--- src/verilog/mul_cfg.svh ---
// Width and opcode definitions for the one-stage multiplier unit
`ifndef MUL_CFG_SVH
`define MUL_CFG_SVH

// Datapath widths
`define MUL_XLEN      32
`define MUL_TAG_BITS  3
`define MUL_LANE_BITS 8
`define MUL_OP_BITS   4

// Known opcodes
// Codes 10 to 15 are not decoded
`define MUL_OP_MUL    4'd0
`define MUL_OP_MULH   4'd1
`define MUL_OP_MULHU  4'd2
`define MUL_OP_MULHSU 4'd3
`define MUL_OP_CLMUL  4'd4
`define MUL_OP_CLMULH 4'd5
`define MUL_OP_CLMULR 4'd6
`define MUL_OP_SMUL8  4'd7
`define MUL_OP_UMUL8  4'd8
`define MUL_OP_SMAQA  4'd9

// Carry-less multiply modes
`define MUL_CLMUL_PLAIN 2'd0
`define MUL_CLMUL_REV   2'd1
`define MUL_CLMUL_HIGH  2'd2

`endif

--- src/verilog/mul_pkg.sv ---
// Vector types shared by the multiplier unit and its testbench
`default_nettype none

`include "mul_cfg.svh"

package mul_pkg;

  // Operand or result word
  typedef logic [`MUL_XLEN-1:0] xlen_t;

  // Full width product
  typedef logic [2*`MUL_XLEN-1:0] dword_t;

  // Transaction identifier
  typedef logic [`MUL_TAG_BITS-1:0] tag_t;

  typedef logic [`MUL_OP_BITS-1:0] op_t;

  // Carry-less mode, plain or reversed or high
  typedef logic [1:0] clmul_mode_t;

endpackage

`default_nettype wire

--- src/verilog/int_mult.sv ---
// Integer multiplier: one 33x33 signed product held in a register
`default_nettype none

`include "mul_cfg.svh"

module int_mult (
  input  logic             clk_i,
  input  logic             rst_ni,
  input  logic             load_i,
  input  logic             sign_a_i,
  input  logic             sign_b_i,
  input  mul_pkg::xlen_t   operand_a_i,
  input  mul_pkg::xlen_t   operand_b_i,
  output mul_pkg::dword_t  product_o
);
  import mul_pkg::*;

  logic [`MUL_XLEN:0]     a_ext;
  logic [`MUL_XLEN:0]     b_ext;
  logic [2*`MUL_XLEN+1:0] product_full;
  dword_t                 product_q;

  // Extra top bit turns unsigned operands into positive signed values
  assign a_ext = {operand_a_i[`MUL_XLEN-1] & sign_a_i, operand_a_i};
  assign b_ext = {operand_b_i[`MUL_XLEN-1] & sign_b_i, operand_b_i};

  assign product_full = $signed(a_ext) * $signed(b_ext);

  always_ff @(posedge clk_i or negedge rst_ni) begin
    if (!rst_ni) begin
      product_q <= '0;
    end else if (load_i) begin
      product_q <= product_full[2*`MUL_XLEN-1:0];
    end
  end

  assign product_o = product_q;

endmodule

`default_nettype wire

--- src/verilog/clmul_unit.sv ---
// Carry-less multiplier with reversed and high modes, registered result
`default_nettype none

`include "mul_cfg.svh"

module clmul_unit (
  input  logic                  clk_i,
  input  logic                  rst_ni,
  input  logic                  load_i,
  input  mul_pkg::clmul_mode_t  mode_i,
  input  mul_pkg::xlen_t        operand_a_i,
  input  mul_pkg::xlen_t        operand_b_i,
  output mul_pkg::xlen_t        result_o
);
  import mul_pkg::*;

  logic  reverse;
  xlen_t a_rev;
  xlen_t b_rev;
  xlen_t a_sel;
  xlen_t b_sel;
  xlen_t acc;
  xlen_t acc_rev;
  xlen_t result_d;
  xlen_t result_q;

  assign reverse = (mode_i == `MUL_CLMUL_REV) || (mode_i == `MUL_CLMUL_HIGH);

  // Bit reversal of both operands and of the accumulated product
  always_comb begin
    for (int i = 0; i < `MUL_XLEN; i++) begin
      a_rev[i]   = operand_a_i[`MUL_XLEN-1-i];
      b_rev[i]   = operand_b_i[`MUL_XLEN-1-i];
      acc_rev[i] = acc[`MUL_XLEN-1-i];
    end
  end

  assign a_sel = reverse ? a_rev : operand_a_i;
  assign b_sel = reverse ? b_rev : operand_b_i;

  // ----------------------------------------
  // XOR accumulate of shifted copies of a
  // ----------------------------------------
  always_comb begin
    acc = '0;
    for (int i = 0; i < `MUL_XLEN; i++) begin
      if (b_sel[i]) begin
        acc = acc ^ (a_sel << i);
      end
    end
  end

  // Reversed mode yields bits 62..31, one more shift right gives 63..32
  always_comb begin
    case (mode_i)
      `MUL_CLMUL_REV:  result_d = acc_rev;
      `MUL_CLMUL_HIGH: result_d = acc_rev >> 1;
      default:         result_d = acc;
    endcase
  end

  always_ff @(posedge clk_i or negedge rst_ni) begin
    if (!rst_ni) begin
      result_q <= '0;
    end else if (load_i) begin
      result_q <= result_d;
    end
  end

  assign result_o = result_q;

endmodule

`default_nettype wire

--- src/verilog/simd8_mult.sv ---
// Packed byte multiplier with four lanes and a dot product plus accumulate
`default_nettype none

`include "mul_cfg.svh"

module simd8_mult (
  input  logic            clk_i,
  input  logic            rst_ni,
  input  logic            load_i,
  input  logic            sign_a_i,
  input  logic            sign_b_i,
  input  mul_pkg::xlen_t  operand_a_i,
  input  mul_pkg::xlen_t  operand_b_i,
  input  mul_pkg::xlen_t  operand_c_i,
  output mul_pkg::xlen_t  lanes_o,
  output mul_pkg::xlen_t  dot_o
);
  import mul_pkg::*;

  localparam int unsigned num_lanes = `MUL_XLEN / `MUL_LANE_BITS;
  // Two 9-bit signed factors
  localparam int unsigned prod_bits = 2 * `MUL_LANE_BITS + 2;

  logic signed [prod_bits-1:0] prod [num_lanes];
  xlen_t                       prod_ext [num_lanes];
  xlen_t                       lanes_d;
  xlen_t                       dot_d;
  xlen_t                       lanes_q;
  xlen_t                       dot_q;

  // ----------------------------------------
  // Byte lanes
  // ----------------------------------------
  for (genvar l = 0; l < num_lanes; l++) begin : gen_lane
    logic [`MUL_LANE_BITS-1:0] a_byte;
    logic [`MUL_LANE_BITS-1:0] b_byte;

    assign a_byte = operand_a_i[l*`MUL_LANE_BITS +: `MUL_LANE_BITS];
    assign b_byte = operand_b_i[l*`MUL_LANE_BITS +: `MUL_LANE_BITS];

    assign prod[l] = $signed({a_byte[`MUL_LANE_BITS-1] & sign_a_i, a_byte}) *
                     $signed({b_byte[`MUL_LANE_BITS-1] & sign_b_i, b_byte});

    // Sign extension up to the word width for the sum
    assign prod_ext[l] = {{(`MUL_XLEN-prod_bits){prod[l][prod_bits-1]}}, prod[l]};
  end

  // Lane 1 in the upper half, lane 0 in the lower half
  assign lanes_d = {prod[1][2*`MUL_LANE_BITS-1:0], prod[0][2*`MUL_LANE_BITS-1:0]};

  // Dot product plus c, wraps at the word width
  always_comb begin
    dot_d = operand_c_i;
    for (int l = 0; l < num_lanes; l++) begin
      dot_d = dot_d + prod_ext[l];
    end
  end

  always_ff @(posedge clk_i or negedge rst_ni) begin
    if (!rst_ni) begin
      lanes_q <= '0;
      dot_q   <= '0;
    end else if (load_i) begin
      lanes_q <= lanes_d;
      dot_q   <= dot_d;
    end
  end

  assign lanes_o = lanes_q;
  assign dot_o   = dot_q;

endmodule

`default_nettype wire

--- src/verilog/mul_ctrl.sv ---
// Multiplier control: opcode decode, pipeline register and result select
`default_nettype none

`include "mul_cfg.svh"

module mul_ctrl (
  input  logic                  clk_i,
  input  logic                  rst_ni,
  input  logic                  valid_i,
  input  mul_pkg::tag_t         tag_i,
  input  mul_pkg::op_t          op_i,
  input  mul_pkg::dword_t       int_result_i,
  input  mul_pkg::xlen_t        clmul_result_i,
  input  mul_pkg::xlen_t        simd_result_i,
  input  mul_pkg::xlen_t        dot_result_i,
  output logic                  load_o,
  output logic                  sign_a_o,
  output logic                  sign_b_o,
  output mul_pkg::clmul_mode_t  mode_o,
  output logic                  valid_o,
  output mul_pkg::tag_t         tag_o,
  output mul_pkg::xlen_t        result_o
);
  import mul_pkg::*;

  logic accept;
  logic valid_q;
  tag_t tag_q;
  op_t  op_q;

  // ----------------------------------------
  // Decode
  // ----------------------------------------

  // Unknown opcodes are filtered here and never reach the output
  assign accept = valid_i && (op_i inside {`MUL_OP_MUL, `MUL_OP_MULH, `MUL_OP_MULHU,
                                           `MUL_OP_MULHSU, `MUL_OP_CLMUL, `MUL_OP_CLMULH,
                                           `MUL_OP_CLMULR, `MUL_OP_SMUL8, `MUL_OP_UMUL8,
                                           `MUL_OP_SMAQA});
  assign load_o = accept;

  // Operand signedness per opcode
  always_comb begin
    sign_a_o = 1'b0;
    sign_b_o = 1'b0;
    if (op_i == `MUL_OP_MULH || op_i == `MUL_OP_SMUL8) begin
      sign_a_o = 1'b1;
      sign_b_o = 1'b1;
    end else if (op_i == `MUL_OP_SMAQA) begin
      // Unsigned a-bytes times signed b-bytes
      sign_b_o = 1'b1;
    end else if (op_i == `MUL_OP_MULHSU) begin
      sign_a_o = 1'b1;
    end
  end

  always_comb begin
    case (op_i)
      `MUL_OP_CLMULR: mode_o = `MUL_CLMUL_REV;
      `MUL_OP_CLMULH: mode_o = `MUL_CLMUL_HIGH;
      default:        mode_o = `MUL_CLMUL_PLAIN;
    endcase
  end

  // ----------------------------------------
  // Pipeline register
  // ----------------------------------------
  always_ff @(posedge clk_i or negedge rst_ni) begin
    if (!rst_ni) begin
      valid_q <= 1'b0;
      tag_q   <= '0;
      op_q    <= `MUL_OP_MUL;
    end else begin
      valid_q <= accept;
      tag_q   <= tag_i;
      // Opcode only follows accepted ops so the result holds in idle cycles
      if (accept) begin
        op_q <= op_i;
      end
    end
  end

  assign valid_o = valid_q;
  assign tag_o   = tag_q;

  // Result select
  always_comb begin
    case (op_q)
      `MUL_OP_MULH, `MUL_OP_MULHU, `MUL_OP_MULHSU: begin
        result_o = int_result_i[2*`MUL_XLEN-1:`MUL_XLEN];
      end
      `MUL_OP_CLMUL, `MUL_OP_CLMULH, `MUL_OP_CLMULR: result_o = clmul_result_i;
      `MUL_OP_SMUL8, `MUL_OP_UMUL8:                   result_o = simd_result_i;
      `MUL_OP_SMAQA:                                  result_o = dot_result_i;
      default:                                        result_o = int_result_i[`MUL_XLEN-1:0];
    endcase
  end

endmodule

`default_nettype wire

--- src/verilog/mul_unit.sv ---
// Multiplier unit top: control block and the three datapaths
`default_nettype none

module mul_unit (
  input  logic            clk_i,
  input  logic            rst_ni,
  input  logic            valid_i,
  input  mul_pkg::tag_t   tag_i,
  input  mul_pkg::op_t    op_i,
  input  mul_pkg::xlen_t  operand_a_i,
  input  mul_pkg::xlen_t  operand_b_i,
  input  mul_pkg::xlen_t  operand_c_i,
  output logic            valid_o,
  output mul_pkg::tag_t   tag_o,
  output mul_pkg::xlen_t  result_o
);
  import mul_pkg::*;

  logic        load;
  logic        sign_a;
  logic        sign_b;
  clmul_mode_t mode;
  dword_t      int_product;
  xlen_t       clmul_result;
  xlen_t       simd_lanes;
  xlen_t       dot_sum;

  mul_ctrl i_ctrl (
    .clk_i          (clk_i),
    .rst_ni         (rst_ni),
    .valid_i        (valid_i),
    .tag_i          (tag_i),
    .op_i           (op_i),
    .int_result_i   (int_product),
    .clmul_result_i (clmul_result),
    .simd_result_i  (simd_lanes),
    .dot_result_i   (dot_sum),
    .load_o         (load),
    .sign_a_o       (sign_a),
    .sign_b_o       (sign_b),
    .mode_o         (mode),
    .valid_o        (valid_o),
    .tag_o          (tag_o),
    .result_o       (result_o)
  );

  // ----------------------------------------
  // Datapaths
  // ----------------------------------------
  int_mult i_int (
    .clk_i       (clk_i),
    .rst_ni      (rst_ni),
    .load_i      (load),
    .sign_a_i    (sign_a),
    .sign_b_i    (sign_b),
    .operand_a_i (operand_a_i),
    .operand_b_i (operand_b_i),
    .product_o   (int_product)
  );

  clmul_unit i_clmul (
    .clk_i       (clk_i),
    .rst_ni      (rst_ni),
    .load_i      (load),
    .mode_i      (mode),
    .operand_a_i (operand_a_i),
    .operand_b_i (operand_b_i),
    .result_o    (clmul_result)
  );

  simd8_mult i_simd (
    .clk_i       (clk_i),
    .rst_ni      (rst_ni),
    .load_i      (load),
    .sign_a_i    (sign_a),
    .sign_b_i    (sign_b),
    .operand_a_i (operand_a_i),
    .operand_b_i (operand_b_i),
    .operand_c_i (operand_c_i),
    .lanes_o     (simd_lanes),
    .dot_o       (dot_sum)
  );

endmodule

`default_nettype wire

--- config.mk ---
export PLATFORM = sky130hd
export DESIGN_NAME = mul_unit
export DESIGN_NICKNAME = d
export VERILOG_FILES = /design/src/verilog/mul_pkg.sv /design/src/verilog/int_mult.sv /design/src/verilog/clmul_unit.sv /design/src/verilog/simd8_mult.sv /design/src/verilog/mul_ctrl.sv /design/src/verilog/mul_unit.sv
export VERILOG_INCLUDE_DIRS = /design/src /design/src/verilog
export SDC_FILE = /design/constraint.sdc
export NUM_CORES = 2
export LEC_CHECK = 0
export BUFFER_PORTS_ARGS = -buffer_cell sky130_fd_sc_hd__buf_4
export CAP_MARGIN = 20
export CELL_PAD_IN_SITES_DETAIL_PLACEMENT = 1
export CELL_PAD_IN_SITES_GLOBAL_PLACEMENT = 1
export CORE_MARGIN = 8
export CORE_UTILIZATION = 47
export DETAILED_ROUTE_END_ITERATION = 6
export PLACE_DENSITY_LB_ADDON = 0.1
export SLEW_MARGIN = 40
export SYNTH_ARGS = -nofsm -noshare
export SYNTH_HDL_FRONTEND = slang
export SYNTH_SLANG_ARGS = --single-unit
--- constraint.sdc ---
create_clock -name clk_i -period 1.4 [get_ports clk_i]
set_input_delay 0.21 -clock clk_i [delete_from_list [all_inputs] [get_ports clk_i]]
set_output_delay 0.21 -clock clk_i [all_outputs]
set_load 0.01 [all_outputs]
==> results.md <==
* Status: complete, but fails checks
* Violated checks: DRC, setup timing
* Initial antenna violation count at 15
* Worst setup SP type: input port
* Worst path required time at 1750 ps
* Total CTS buffers at 17
* Port bufs at approximately 140
* M3 GR Usage at 0.0453
* Dpl ws at -8290 ps
* Final setup violation count at 185
* HPWL after DPL at roughly 240 mm
* Initial Utilization at 0.474
* GR Layer Usage met1 at 0.459
* Hold path depth at 3
* Register area share after synthesis at 0.0633
* Yosys reg bits at 165
* Post-Syn Instances at 7395
* Max Cap Viol at 0
* Largest family of logic cells by synthesized area: adder cells
* Mapped Area at roughly 65000 sq um
* CTS Buffer Depth at 2
* GRT Overall Usage at 0.362
* Layout cell share with drive strength beyond 1 at 0.270
* DRC Markers at 2
* Register-to-Register Path Depth at 3
* TritonCTS clock tree: done
* GR peak layer: met2
* Area of the multi-input gates at about 57000 sq um
* Crit path DAT at roughly 9200 ps
* Mux cell area share after synthesis at 0.0114
* Post-synth EDFFs at 0
* Cells after DPL at approximately 10k
* Slew margin rel. at 0.401
* Fin worst setup slack at -7400 ps
* Final setup TNS at -689660 ps
* Slowest cell delay on critical path at between 500 and 600 ps
* Final hold violations at 0
* CP max FO at 3
* Starting DRT DRC Count at slightly above 4k
* Pins over their slew limit at 0
* Most frequent CP cell: fa_1
* Setup CP Type: input port to register
* Grt total ovfl at 0
* Reg-to-Reg Start: i_int.product_o[48]
* Fillcell total at roughly 16k
* Complex-gate fraction of the synthesized area at 0.0583
* Via-to-Cell Ratio at between 5 and 6
* Top FF cell, synth: dfrtp_1
* Clk_skew at 0 ps
* Worst-skew pair later-pin latency at approximately 460 ps
* GRT met2 Usage at 0.603
* WL/cell at between 20 and 30 um
* Distinct cells, synth at 84
* CP Launch Point: op_i[2]
* H-Tree Level Count at 4
* First-pass GRT wire length at a little over 400 mm
* Synth async-reset ratio at 1.00
* Fmax at between 0.1 and 0.15 GHz
* Endpoint class of the critical path: register
* Die Y at a little under 400 um
* Final non-filler cell total at between 10k and 15k
* Vias in the first global route at 65.4k
* Vias post-DR at between 50k and 60k
* Worst flop-to-flop path endpoint: i_int.product_o[48]
* Slowest stage cell, crit path: fa_1
* Crit path to: i_simd.dot_o[31]
* Clk slew on worst S/H paths at about 80 ps
* Syn avg cell area at a little under 9 sq um
* XOR/XNOR share of the synthesized area at 0.0896
* Synth Area in Adders at 0.518
* Crit share post-route at 6.28
* Post-Synth Simple-Gate Area at 0.145
* Register area at about 4100 sq um
* Area growth from synthesis to layout at 29.7%
* Crit path time final at between 8000 and 9000 ps
* Worst-Margin Slew at ~890 ps
* ANT nets after route at 0
* YS warnings at 0
* Min-delay worst type: input port to register
* GP Congestion at about 1
* Clock root cell: clkbuf_16
* Worst reg-to-reg setup slack at approximately 300 ps
* Largest net degree at the start of global routing at between 40 and 50
* Drt total wl at about 280 mm
* Die Width at 388 um
* Clock sink count at roughly 170
* Die area at about 150000 sq um
* RSZ-0062 raised after global routing: true
* Synthesized Nets at roughly 9.3k
* DR pass1 iterations at 7
* Core Box Area at 138000 sq um
* # rows at around 140
* Worst Hold Launch: op_i[1]
* Nets at about 11k
* I/O pins at 142
registers in the layout, summed over array words and instances, names as in the netlist:
register,flops
i_clmul.result_o,32
i_ctrl.op_q,4
i_ctrl.tag_o,3
i_ctrl.valid_o,1
i_int.product_o,64
i_simd.dot_o,32
i_simd.lanes_o,29
logic make-up after synthesis:
group | after synthesis
and+or+nand+nor | 2159
AOI/OAI and AO/OA | 565
DFF | 165
muxes | 67
adders and majority gates | 1835
buffers and inverters | 1939
xor gates and xnor gates | 665
stage by stage:
step                      hold slack [ps]  utilization  cell area [sq um]
after detailed placement              214        0.580              79900
after floorplan                     -85.6            -              67900
after global routing                 77.0        0.614              84500
after global placement                203        0.580              79900
after CTS                            25.0        0.598              82300
final                                47.0        0.614              84500
how the worst min path moves through the flow:
stage | to | slack, ps
floorplan | i_clmul.result_o[0] | -90
CTS | i_ctrl.op_q[2] | 20
global placement | i_simd.dot_o[16] | 200
global route | i_ctrl.op_q[2] | 80
detailed placement | i_simd.dot_o[16] | 210
finish | i_ctrl.op_q[2] | 50
routing by layer:
| metal | routed length [um] | share of wire | up-vias |
|---|---|---|---|
| met2 | 133000 | 0.47 | 2076 |
| li1 | - | - | 24300 |
| met5 | 0 | 0 | - |
| met4 | 20000 | 0.071 | 0 |
| met3 | 17900 | 0.064 | 611 |
| met1 | 110000 | 0.39 | 30400 |
cell usage after synthesis (21+ instances only):
master / number / area (sq um)
fa_1: 1440 / 28800
buf_1: 21 / 78.8
and2_1: 362 / 2260
a221oi_1: 22 / 193
a21oi_1: 106 / 531
inv_1: 1528 / 5740
nor2_1: 622 / 2330
o21a_1: 32 / 240
a222oi_1: 32 / 320
xor2_1: 165 / 1450
or2_2: 42 / 263
buf_2: 63 / 315
nand2_1: 958 / 3600
a21o_1: 46 / 345
xnor2_1: 499 / 4370
nor3_1: 25 / 125
dfrtp_1: 165 / 4130
clkbuf_1: 316 / 1190
o21ai_0: 181 / 906
and3_1: 37 / 231
ha_1: 395 / 4940
nand3_1: 55 / 275
o21bai_1: 29 / 218
mux2i_1: 46 / 460
cells in the final DEF (no fill, tap or decap), drive strengths merged, types with 11 or more instances in the layout:
cell type,n
clkbuf,22
a211oi,14
and3,37
buf,1607
diode,12
or2,42
ha,395
a221oi,23
nand2b,19
nand3,55
o31ai,22
a21o,46
xnor2,499
nor3,25
a31oi,11
o21a,32
a222oi,32
a21oi,107
nor2,623
nor2b,13
o21ai,187
and2,363
dfrtp,165
nand2,958
o21bai,30
mux2i,62
inv,1531
xor2,165
fa,1440
repair_timing:
action                     CTS  global route
setup endpoints to repair  185           185
hold buffers                 4             0
pin swaps                  183           219
cloned                       2             5
hold endpoints to repair    33             0
buffers inserted            57            67
gates resized for setup    318           427
area by class of cell:
| class | instances | share of cell area |
|---|---|---|
| antenna | 12 | 0.000355 |
| clock buffer | 17 | 0.00503 |
| multi-input combinational | 5291 | 0.677 |
| clock inverter | 15 | 0.00192 |
| tap | 1794 | 0.0266 |
| inverter | 1529 | 0.0683 |
| timing repair buffer | 1619 | 0.172 |
| sequential | 165 | 0.0488 |
worst max-delay path: cells and delay by family:
family	cells	cell delay, ps
adder cells (fa/ha/maj)	10	4460
AO/OA/AOI/OAI	13	2170
AND/OR/NAND/NOR	7	860
buffers and inverters	7	750
XOR/XNOR	3	380
multiplexers	1	260
Power is not shown: default switching activity piles up to over one toggle a cycle in this logic, so the estimate is an artifact.
